### src/source/sat_pkg.sv
package sat_pkg;

    localparam int num_vars = 8;
    localparam int lvl_w    = 8;
    localparam int idx_w    = $clog2(num_vars);

    // byte addresses on the APB port
    localparam logic [7:0] addr_cmd      = 8'h00;
    localparam logic [7:0] addr_base_lvl = 8'h04;
    localparam logic [7:0] addr_clause   = 8'h08;
    localparam logic [7:0] addr_status   = 8'h0C;
    localparam logic [7:0] addr_var_base = 8'h10;

    typedef enum logic [1:0] {
        op_decide    = 2'd0,
        op_imply     = 2'd1,
        op_analyze   = 2'd2,
        op_backtrack = 2'd3
    } op_t;

    typedef struct packed {
        logic             assigned;
        logic             value;
        logic             decided;
        logic [lvl_w-1:0] lvl;
    } var_state_t;

    // lit_pol 1 selects the positive literal
    typedef struct packed {
        logic [num_vars-1:0] lit_mask;
        logic [num_vars-1:0] lit_pol;
    } clause_t;

    typedef struct packed {
        logic        psel;
        logic        penable;
        logic        pwrite;
        logic [7:0]  paddr;
        logic [31:0] pwdata;
    } apb_req_t;

    typedef struct packed {
        logic [31:0] prdata;
        logic        pready;
        logic        pslverr;
    } apb_rsp_t;

    typedef struct packed {
        logic [21:0]      rsvd;
        op_t              op;
        logic [lvl_w-1:0] arg_lvl;
    } cmd_word_t;

    typedef struct packed {
        logic [20:0] rsvd;
        var_state_t  state;
    } var_word_t;

    typedef struct packed {
        logic [15:0] rsvd;
        clause_t     clause;
    } clause_word_t;

    // view is chosen by paddr
    typedef union packed {
        cmd_word_t    cmd;
        var_word_t    var_word;
        clause_word_t clause_word;
    } wdata_u;

    typedef struct packed {
        logic             valid;
        op_t              op;
        logic [lvl_w-1:0] arg_lvl;
    } cmd_t;

    typedef struct packed {
        logic [num_vars-1:0] var_we;
        var_state_t          var_data;
        logic                clause_we;
        clause_t             clause_data;
        logic                base_we;
        logic [lvl_w-1:0]    base_data;
    } load_t;

    typedef struct packed {
        logic [8:0]       rsvd;
        logic [lvl_w-1:0] cur_lvl;
        logic [lvl_w-1:0] bkt_lvl;
        logic             conflict;
        logic             no_free_var;
        logic             done_decide;
        logic             done_imply;
        logic             done_analyze;
        logic             done_backtrack;
        logic             imply_found;
    } status_t;

    function automatic logic is_var_addr(logic [7:0] a);
        return (a >= addr_var_base) && (a < addr_var_base + 8'(4 * num_vars)) && (a[1:0] == 2'b00);
    endfunction

    function automatic logic [idx_w-1:0] var_sel(logic [7:0] a);
        logic [7:0] off;
        off = a - addr_var_base;
        return off[idx_w+1:2];
    endfunction

    function automatic logic addr_mapped(logic [7:0] a);
        return (a == addr_cmd) || (a == addr_base_lvl) || (a == addr_clause) ||
               (a == addr_status) || is_var_addr(a);
    endfunction

endpackage

### src/source/apb_cmd_decode.sv
`timescale 1ns/1ps

module apb_cmd_decode (
    input  logic             clk,
    input  logic             rst,
    input  sat_pkg::apb_req_t apb_i,
    output sat_pkg::cmd_t     cmd_o,
    output sat_pkg::load_t    load_o,
    output logic             wr_ack_o,
    output logic             wr_err_o
);

    logic                         wr_setup;
    logic                         wr_done;
    logic                         bad_addr;
    logic [sat_pkg::num_vars-1:0] var_we;
    sat_pkg::wdata_u              wdata;

    assign wdata = apb_i.pwdata;

    assign wr_setup = apb_i.psel & ~apb_i.penable & apb_i.pwrite;

    // wr_ack_o is already high in the access cycle
    assign wr_done = apb_i.psel & apb_i.penable & apb_i.pwrite & wr_ack_o & ~wr_err_o;

    // status is read only
    assign bad_addr = ~sat_pkg::addr_mapped(apb_i.paddr) |
                      (apb_i.paddr == sat_pkg::addr_status);

    assign var_we = (wr_done && sat_pkg::is_var_addr(apb_i.paddr)) ?
                    (sat_pkg::num_vars'(1) << sat_pkg::var_sel(apb_i.paddr)) : '0;

    always_ff @(posedge clk) begin
        if (!rst) begin
            wr_ack_o <= 1'b0;
            wr_err_o <= 1'b0;
            cmd_o    <= '0;
            load_o   <= '0;
        end else begin
            wr_ack_o <= wr_setup;
            wr_err_o <= wr_setup & bad_addr;

            cmd_o.valid   <= wr_done & (apb_i.paddr == sat_pkg::addr_cmd);
            cmd_o.op      <= wdata.cmd.op;
            cmd_o.arg_lvl <= wdata.cmd.arg_lvl;

            load_o.var_we      <= var_we;
            load_o.var_data    <= wdata.var_word.state;
            load_o.clause_we   <= wr_done & (apb_i.paddr == sat_pkg::addr_clause);
            load_o.clause_data <= wdata.clause_word.clause;
            load_o.base_we     <= wr_done & (apb_i.paddr == sat_pkg::addr_base_lvl);
            load_o.base_data   <= apb_i.pwdata[sat_pkg::lvl_w-1:0];
        end
    end

endmodule

### src/source/var_state_bank.sv
`timescale 1ns/1ps

module var_state_bank (
    input  logic                                          clk,
    input  logic                                          rst,
    input  sat_pkg::cmd_t                                 cmd_i,
    input  sat_pkg::load_t                                load_i,
    input  logic                                          unit_valid_i,
    input  logic [sat_pkg::idx_w-1:0]                     unit_index_i,
    input  logic                                          unit_value_i,
    output sat_pkg::var_state_t [sat_pkg::num_vars-1:0]   vars_o,
    output logic [sat_pkg::lvl_w-1:0]                     cur_lvl_o,
    output logic                                          no_free_var_o
);

    logic [sat_pkg::num_vars-1:0] free_mask;
    logic                         any_free;
    logic [sat_pkg::idx_w-1:0]    free_idx;
    logic [sat_pkg::lvl_w-1:0]    next_lvl;
    logic                         do_decide;
    logic                         do_imply;
    logic                         do_bkt;

    assign do_decide = cmd_i.valid & (cmd_i.op == sat_pkg::op_decide);
    assign do_imply  = cmd_i.valid & (cmd_i.op == sat_pkg::op_imply);
    assign do_bkt    = cmd_i.valid & (cmd_i.op == sat_pkg::op_backtrack);
    assign next_lvl  = cur_lvl_o + 1'b1;
    assign any_free  = |free_mask;

    // lowest unassigned index wins
    always_comb begin
        free_idx = '0;
        for (int i = sat_pkg::num_vars - 1; i >= 0; i--) begin
            free_mask[i] = ~vars_o[i].assigned;
            if (free_mask[i]) begin
                free_idx = i[sat_pkg::idx_w-1:0];
            end
        end
    end

    always_ff @(posedge clk) begin
        if (!rst) begin
            vars_o        <= '0;
            cur_lvl_o     <= '0;
            no_free_var_o <= 1'b0;
        end else begin
            if (load_i.base_we) begin
                cur_lvl_o <= load_i.base_data;
            end

            if (do_decide) begin
                no_free_var_o <= ~any_free;
                if (any_free) begin
                    cur_lvl_o <= next_lvl;
                    vars_o[free_idx] <= '{assigned: 1'b1, value: 1'b0,
                                          decided: 1'b1, lvl: next_lvl};
                end
            end

            // implied value goes in at the current level
            if (do_imply && unit_valid_i) begin
                vars_o[unit_index_i] <= '{assigned: 1'b1, value: unit_value_i,
                                          decided: 1'b0, lvl: cur_lvl_o};
            end

            if (do_bkt) begin
                cur_lvl_o <= cmd_i.arg_lvl;
                for (int i = 0; i < sat_pkg::num_vars; i++) begin
                    if (vars_o[i].lvl > cmd_i.arg_lvl) begin
                        vars_o[i] <= '0;
                    end
                end
            end

            // host writes take priority
            for (int i = 0; i < sat_pkg::num_vars; i++) begin
                if (load_i.var_we[i]) begin
                    vars_o[i] <= load_i.var_data;
                end
            end
        end
    end

endmodule

### src/source/clause_eval.sv
`timescale 1ns/1ps

module clause_eval (
    input  logic                                        clk,
    input  logic                                        rst,
    input  sat_pkg::clause_t                            clause_i,
    input  sat_pkg::load_t                              load_i,
    input  sat_pkg::var_state_t [sat_pkg::num_vars-1:0] vars_i,
    input  logic [sat_pkg::lvl_w-1:0]                   cur_lvl_i,
    input  logic [sat_pkg::lvl_w-1:0]                   base_lvl_i,
    output logic                                        unit_valid_o,
    output logic [sat_pkg::idx_w-1:0]                   unit_index_o,
    output logic                                        unit_value_o,
    output logic                                        conflict_o,
    output logic [sat_pkg::lvl_w-1:0]                   bkt_lvl_o
);

    sat_pkg::clause_t             clause_q;
    logic [sat_pkg::lvl_w-1:0]    base_q;
    logic [sat_pkg::num_vars-1:0] lit_true;
    logic [sat_pkg::num_vars-1:0] lit_false;
    logic [sat_pkg::num_vars-1:0] lit_free;
    logic [sat_pkg::idx_w:0]      free_cnt;
    logic [sat_pkg::lvl_w-1:0]    max_lvl;
    logic                         max_found;

    always_ff @(posedge clk) begin
        if (!rst) begin
            clause_q <= '0;
            base_q   <= '0;
        end else begin
            if (load_i.clause_we) begin
                clause_q <= clause_i;
            end
            if (load_i.base_we) begin
                base_q <= base_lvl_i;
            end
        end
    end

    always_comb begin
        free_cnt     = '0;
        unit_index_o = '0;
        max_lvl      = '0;
        max_found    = 1'b0;
        for (int i = 0; i < sat_pkg::num_vars; i++) begin
            lit_true[i]  = clause_q.lit_mask[i] & vars_i[i].assigned &
                           (vars_i[i].value == clause_q.lit_pol[i]);
            lit_false[i] = clause_q.lit_mask[i] & vars_i[i].assigned &
                           (vars_i[i].value != clause_q.lit_pol[i]);
            lit_free[i]  = clause_q.lit_mask[i] & ~vars_i[i].assigned;
            if (lit_free[i]) begin
                free_cnt     = free_cnt + 1'b1;
                unit_index_o = i[sat_pkg::idx_w-1:0];
            end
            // deepest level still below the current one
            if (clause_q.lit_mask[i] && vars_i[i].assigned && (vars_i[i].lvl < cur_lvl_i) &&
                (!max_found || (vars_i[i].lvl > max_lvl))) begin
                max_lvl   = vars_i[i].lvl;
                max_found = 1'b1;
            end
        end
    end

    assign unit_valid_o = (free_cnt == 1) & ~|lit_true;
    assign unit_value_o = clause_q.lit_pol[unit_index_o];
    assign conflict_o   = (lit_false == clause_q.lit_mask);
    assign bkt_lvl_o    = max_found ? max_lvl : base_q;

endmodule

### src/source/engine_result.sv
`timescale 1ns/1ps

module engine_result (
    input  logic                                        clk,
    input  logic                                        rst,
    input  sat_pkg::apb_req_t                           apb_i,
    input  logic                                        wr_ack_i,
    input  logic                                        wr_err_i,
    input  sat_pkg::cmd_t                               cmd_i,
    input  sat_pkg::var_state_t [sat_pkg::num_vars-1:0] vars_i,
    input  logic [sat_pkg::lvl_w-1:0]                   cur_lvl_i,
    input  logic                                        no_free_var_i,
    input  logic                                        unit_valid_i,
    input  logic                                        conflict_i,
    input  logic [sat_pkg::lvl_w-1:0]                   bkt_lvl_i,
    output sat_pkg::apb_rsp_t                           apb_o
);

    logic [3:0]                done_q;
    logic                      conflict_q;
    logic                      imply_found_q;
    logic [sat_pkg::lvl_w-1:0] bkt_q;
    logic                      rd_first;
    logic                      rd_ack_q;
    logic                      rd_err_q;
    logic [31:0]               rd_word;
    logic [31:0]               prdata_q;
    sat_pkg::status_t          status;

    // one done bit per opcode
    always_ff @(posedge clk) begin
        if (!rst) begin
            done_q        <= '0;
            conflict_q    <= 1'b0;
            imply_found_q <= 1'b0;
            bkt_q         <= '0;
        end else if (cmd_i.valid) begin
            done_q <= 4'b0001 << cmd_i.op;
            case (cmd_i.op)
                sat_pkg::op_imply: begin
                    conflict_q    <= conflict_i;
                    imply_found_q <= unit_valid_i;
                end
                sat_pkg::op_analyze: bkt_q <= bkt_lvl_i;
                sat_pkg::op_backtrack: conflict_q <= 1'b0;
                default: ;
            endcase
        end
    end

    always_comb begin
        status                = '0;
        status.cur_lvl        = cur_lvl_i;
        status.bkt_lvl        = bkt_q;
        status.conflict       = conflict_q;
        status.no_free_var    = no_free_var_i;
        status.done_decide    = done_q[sat_pkg::op_decide];
        status.done_imply     = done_q[sat_pkg::op_imply];
        status.done_analyze   = done_q[sat_pkg::op_analyze];
        status.done_backtrack = done_q[sat_pkg::op_backtrack];
        status.imply_found    = imply_found_q;

        // write-only registers read back as zero
        rd_word = '0;
        if (apb_i.paddr == sat_pkg::addr_status) begin
            rd_word = status;
        end else if (sat_pkg::is_var_addr(apb_i.paddr)) begin
            rd_word = 32'(vars_i[sat_pkg::var_sel(apb_i.paddr)]);
        end
    end

    // first read access cycle, pready follows one cycle later
    assign rd_first = apb_i.psel & apb_i.penable & ~apb_i.pwrite & ~rd_ack_q;

    always_ff @(posedge clk) begin
        if (!rst) begin
            rd_ack_q <= 1'b0;
            rd_err_q <= 1'b0;
        end else begin
            rd_ack_q <= rd_first;
            rd_err_q <= rd_first & ~sat_pkg::addr_mapped(apb_i.paddr);
        end
    end

    always_ff @(posedge clk) begin
        if (rd_first) begin
            prdata_q <= rd_word;
        end
    end

    assign apb_o = '{prdata: prdata_q,
                     pready: rd_ack_q | wr_ack_i,
                     pslverr: rd_err_q | wr_err_i};

endmodule

### src/source/sat_state_top.sv
`timescale 1ns/1ps

module sat_state_top (
    input  logic              clk,
    input  logic              rst,
    input  sat_pkg::apb_req_t apb_i,
    output sat_pkg::apb_rsp_t apb_o
);

    sat_pkg::cmd_t                               cmd;
    sat_pkg::load_t                              load;
    logic                                        wr_ack;
    logic                                        wr_err;
    sat_pkg::var_state_t [sat_pkg::num_vars-1:0] vars;
    logic [sat_pkg::lvl_w-1:0]                   cur_lvl;
    logic [sat_pkg::lvl_w-1:0]                   bkt_lvl;
    logic                                        no_free_var;
    logic                                        unit_valid;
    logic [sat_pkg::idx_w-1:0]                   unit_index;
    logic                                        unit_value;
    logic                                        conflict;

    apb_cmd_decode i_decode (
        .clk      (clk),
        .rst      (rst),
        .apb_i    (apb_i),
        .cmd_o    (cmd),
        .load_o   (load),
        .wr_ack_o (wr_ack),
        .wr_err_o (wr_err)
    );

    var_state_bank i_bank (
        .clk           (clk),
        .rst           (rst),
        .cmd_i         (cmd),
        .load_i        (load),
        .unit_valid_i  (unit_valid),
        .unit_index_i  (unit_index),
        .unit_value_i  (unit_value),
        .vars_o        (vars),
        .cur_lvl_o     (cur_lvl),
        .no_free_var_o (no_free_var)
    );

    // clause and base level data ride on the load bus
    clause_eval i_eval (
        .clk          (clk),
        .rst          (rst),
        .clause_i     (load.clause_data),
        .load_i       (load),
        .vars_i       (vars),
        .cur_lvl_i    (cur_lvl),
        .base_lvl_i   (load.base_data),
        .unit_valid_o (unit_valid),
        .unit_index_o (unit_index),
        .unit_value_o (unit_value),
        .conflict_o   (conflict),
        .bkt_lvl_o    (bkt_lvl)
    );

    engine_result i_result (
        .clk           (clk),
        .rst           (rst),
        .apb_i         (apb_i),
        .wr_ack_i      (wr_ack),
        .wr_err_i      (wr_err),
        .cmd_i         (cmd),
        .vars_i        (vars),
        .cur_lvl_i     (cur_lvl),
        .no_free_var_i (no_free_var),
        .unit_valid_i  (unit_valid),
        .conflict_i    (conflict),
        .bkt_lvl_i     (bkt_lvl),
        .apb_o         (apb_o)
    );

endmodule

### config.mk
export PLATFORM = sky130hd
export DESIGN_NAME = sat_state_top
export DESIGN_NICKNAME = d
export VERILOG_FILES = /design/src/source/sat_pkg.sv /design/src/source/apb_cmd_decode.sv /design/src/source/var_state_bank.sv /design/src/source/clause_eval.sv /design/src/source/engine_result.sv /design/src/source/sat_state_top.sv
export SDC_FILE = /design/constraint.sdc
export NUM_CORES = 1
export LEC_CHECK = 0
export ABC_CLOCK_PERIOD_IN_PS = 14010
export BUFFER_PORTS_ARGS = -buffer_cell sky130_fd_sc_hd__buf_2
export CAP_MARGIN = 0
export CORE_MARGIN = 5
export CORE_UTILIZATION = 45
export CTS_CLUSTER_SIZE = 16
export DETAILED_ROUTE_END_ITERATION = 10
export PLACE_DENSITY_LB_ADDON = 0.12
export SETUP_SLACK_MARGIN = 0.1
export SYNTH_ARGS = -nofsm -noshare
export SYNTH_HDL_FRONTEND = slang
export SYNTH_SLANG_ARGS = --single-unit
### constraint.sdc
create_clock -name clk -period 14.01 [get_ports clk]
set_input_delay 2.802 -clock clk [delete_from_list [all_inputs] [get_ports clk]]
set_output_delay 2.802 -clock clk [all_outputs]
set_load 0.03 [all_outputs]
==> metrics.txt <==
area share of the largest cell type after synthesis 22.1%; Die Outline Area 37200 um2; dpl cells 2250; required time of the critical path 14370 ps; setup skew after layout 15.3 ps; maximum vdd drop 0.0909 mV; Worst Tran Pin Value 1360 ps; fraction of registers with async set or reset after synthesis 0%; most frequent standard cell in the layout excluding fill and tap cells sky130_fd_sc_hd__ha_1; number of buffers on the longest clock path 2; maximum number of pins on one net before global-route repair 67; ratio of total power to cell area 65.5 nW/um2; number of warning messages in the yosys log 0; number of detailed-route iterations in the first pass 7; number of global-route vias before repair 13376; Reg-to-Reg End i_result.bkt_q[4]; clock latency of the later-clocked register in the worst-skew pair 460 ps; global-route wire length before repair 86.1 mm; most frequent cells in the layout sky130_fd_sc_hd__ha_1, sky130_fd_sc_hd__nand2_1, sky130_fd_sc_hd__dfxtp_1, sky130_fd_sc_hd__o21ai_0, sky130_fd_sc_hd__nor2_1; Critical Path Fanout Max 8; row count 67; final routed wirelength across all metal layers 59.3 mm; count of hold buffers inserted by post-cts repair 0; Post-Syn Area 15000 um2; number of cells on the worst reg-to-reg path 69; EDFF count, synth 23; Num CTS Buffers 17; area added between synthesis and finish 11.7%; starting DRC count in detailed routing 1845; critical register-to-register path startpoint i_bank.cur_lvl_o[1]; sequential-to-total area share from yosys stat 26.7%; Final GP Congestion 1.01; reg2reg setup slack 910 ps; met2 layer wire length in the routed design 26.3 mm; max-capacitance violation count 0; Die Ht 193 um; CP peak stage delay 380 ps; number of failing hold endpoints at the final stage 0; worst-case hold slack 477 ps; Final period util 93.5%; overall via count from detail_route 14755; Final Max Slew Viols 0; Critical Path End i_result.bkt_q[4]; fin nets 2059; Clock H-tree levels 4; CTS clock-pin slew for the worst setup and hold paths 80 ps; Total Power Consumption 1.10 mW; FF+latch count, synth 189; crit start category flop; CP Capture Type flop; startpoint of the most critical setup path i_bank.cur_lvl_o[1]; gate count after technology mapping 1789; status finished, final reports clean; path class of the lowest-slack min-delay path flop to flop; root buffer cell sky130_fd_sc_hd__clkbuf_16; static leakage 6.69 nW; count of input and output buffers 53; cells taking the most area after synthesis sky130_fd_sc_hd__dfxtp_1, sky130_fd_sc_hd__ha_1, sky130_fd_sc_hd__o21ai_0; kind of critical path flop to flop; mean post-synth cell area 8.40 um2; overflow left after global routing 0; unrepaired setup endpoints after global routing false; Num Clock Sinks 189; drt wl/cell 25.9 um; total routing resource utilization after global routing 31.2%; DP Wirelength 42.9 mm; fillers 3264; count of pins on the block boundary 79; count of cell types in the netlist 87; Critical Path Slowest Stage Cell sky130_fd_sc_hd__a2111o_1; via count normalized by instance count 6.44; max layer used met4; post-route met1 wirelength 25.1 mm; Fmax achieved 76.4 MHz; arrival time reported for the critical path endpoint 13450 ps; final setup fails 0; starting density of the core 45.2%; die span in x 193 um; max-slew headroom at the worst pin 8.98%; predominant post-synthesis flop cell sky130_fd_sc_hd__dfxtp_1; CTS tree built; DRC violation count after routing 0; wire length on met3 5.18 mm; post-layout util 50.4%; number of antenna violations at the first check in global routing 0; ANT nets after route 0; cell type contributing the most total cell area after synthesis sky130_fd_sc_hd__dfxtp_1; layout cells sized above 1 13.7%; core box area 33300 um2; final cell count without fillers 2292; minimum clock period after layout 13100 ps
[critical path: cells and delay by family (launching register included)]
| family | cells | cell delay [ps] |
|---|---|---|
| adder cells (fa/ha/maj) | 8 | 2340 |
| flip-flops | 1 | 340 |
| multiplexers | 1 | 340 |
| buffers and inverters | 5 | 700 |
| AO/OA/AOI/OAI | 39 | 6760 |
| AND/OR/NAND/NOR | 16 | 2470 |
[worst min path at each step]
stage	start	end	slack [ps]	cells after the start
2_1_floorplan	i_result.conflict_q	i_result.conflict_q	440	2
3_3_place_gp	i_bank.no_free_var_o	i_bank.no_free_var_o	460	2
3_5_place_dp	i_bank.no_free_var_o	i_bank.no_free_var_o	460	2
4_1_cts	i_bank.no_free_var_o	i_bank.no_free_var_o	470	2
5_1_grt	i_result.done_q[2]	i_result.done_q[2]	510	2
6_report	i_bank.no_free_var_o	i_bank.no_free_var_o	480	2
[per-stage QoR]
step           setup TNS (ps)  setup WS (ps)  area, um2
6_report                    0            913      16800
5_1_grt                     0           48.9      16800
4_1_cts                     0            130      16500
3_5_place_dp            -1080           -196      15900
3_3_place_gp                0            127      15900
2_1_floorplan               0            202      15100
[flip-flops by register name, summed over array words and instances (netlist names), 4 cells and up]
register and cells:
i_result.bkt_q 8, i_bank.vars_o 88, i_decode.cmd_o 9, i_result.prdata_q 23
i_eval.base_q 8, i_result.done_q 4, i_bank.cur_lvl_o 8, i_eval.clause_q 16
i_decode.load_o 18
[Yosys cell counts, types with 5 or more instances]
cell type and count:
sky130_fd_sc_hd__mux2i_1 56, sky130_fd_sc_hd__a31oi_1 12, sky130_fd_sc_hd__buf_4 9, sky130_fd_sc_hd__nand2_1 181, sky130_fd_sc_hd__and2_1 43, sky130_fd_sc_hd__a211oi_1 23
sky130_fd_sc_hd__o211ai_1 12, sky130_fd_sc_hd__a31o_2 5, sky130_fd_sc_hd__nand3b_1 19, sky130_fd_sc_hd__inv_1 39, sky130_fd_sc_hd__dfxtp_1 166, sky130_fd_sc_hd__a21o_1 39
sky130_fd_sc_hd__o2111ai_1 6, sky130_fd_sc_hd__buf_1 8, sky130_fd_sc_hd__xor2_1 5, sky130_fd_sc_hd__and3_1 13, sky130_fd_sc_hd__ha_1 184, sky130_fd_sc_hd__o21ai_0 157
sky130_fd_sc_hd__edfxtp_1 23, sky130_fd_sc_hd__o221ai_1 9, sky130_fd_sc_hd__nand2b_1 28, sky130_fd_sc_hd__mux4_2 22, sky130_fd_sc_hd__a22oi_1 18, sky130_fd_sc_hd__nor4_1 6
sky130_fd_sc_hd__nand4_1 20, sky130_fd_sc_hd__or3_1 7, sky130_fd_sc_hd__nand3_1 53, sky130_fd_sc_hd__nor2_1 111, sky130_fd_sc_hd__a32o_1 7, sky130_fd_sc_hd__o31ai_1 17
sky130_fd_sc_hd__or4_1 8, sky130_fd_sc_hd__mux2_2 10, sky130_fd_sc_hd__nor2b_1 54, sky130_fd_sc_hd__xnor2_1 13, sky130_fd_sc_hd__a21oi_1 103, sky130_fd_sc_hd__a32oi_1 8
sky130_fd_sc_hd__o21a_1 35, sky130_fd_sc_hd__or2_2 10, sky130_fd_sc_hd__nor3_1 32, sky130_fd_sc_hd__a22o_1 6, sky130_fd_sc_hd__buf_2 11, sky130_fd_sc_hd__a221oi_1 16
sky130_fd_sc_hd__a21boi_0 20, sky130_fd_sc_hd__clkbuf_1 82, sky130_fd_sc_hd__o22ai_1 8
[report_power, final]
group,internal [mW],leakage (nW),total [mW],switching [mW]
sequential,0.550,1.57,0.555,0.00472
clock,0.236,0.273,0.471,0.235
combinational,0.0232,4.85,0.0719,0.0487
[cell type report]
type | count | area (um2) | area share [%]
multi-input cells | 1458 | 10700 | 63.6
flip-flops and latches | 189 | 4010 | 23.9
repair buffers | 125 | 838 | 4.99
well taps | 448 | 561 | 3.34
clock buffers | 19 | 443 | 2.64
inverters | 39 | 146 | 0.872
clock inverters | 13 | 100 | 0.596
diodes | 1 | 2.50 | 0.0149
[layer usage]
metal / up-vias / global-route usage, %
li1: 6743 / -
met1: 7080 / 42.6
met2: 763 / 48.1
met3: 169 / 6.44
met4: 0 / 13.0
met5: - / 0
[kinds of logic after synthesis]
group	after synthesis	synth area share, %
flip-flops	189	26.7
adder cells (fa/ha/maj)	184	15.3
AO/OA/AOI/OAI	549	24.1
buffers and inverters	150	4.11
AND/OR/NAND/NOR	606	20.3
other	1	0.0250
XOR/XNOR	22	1.62
multiplexers	88	7.78
[timing repair]
| item | in CTS | in global routing |
|---|---|---|
| pin swaps | 0 | 14 |
| buffers inserted | 0 | 9 |
| setup endpoints to repair | 7 | 8 |
| resized for setup | 6 | 48 |
(Power assumes the default switching activity.)
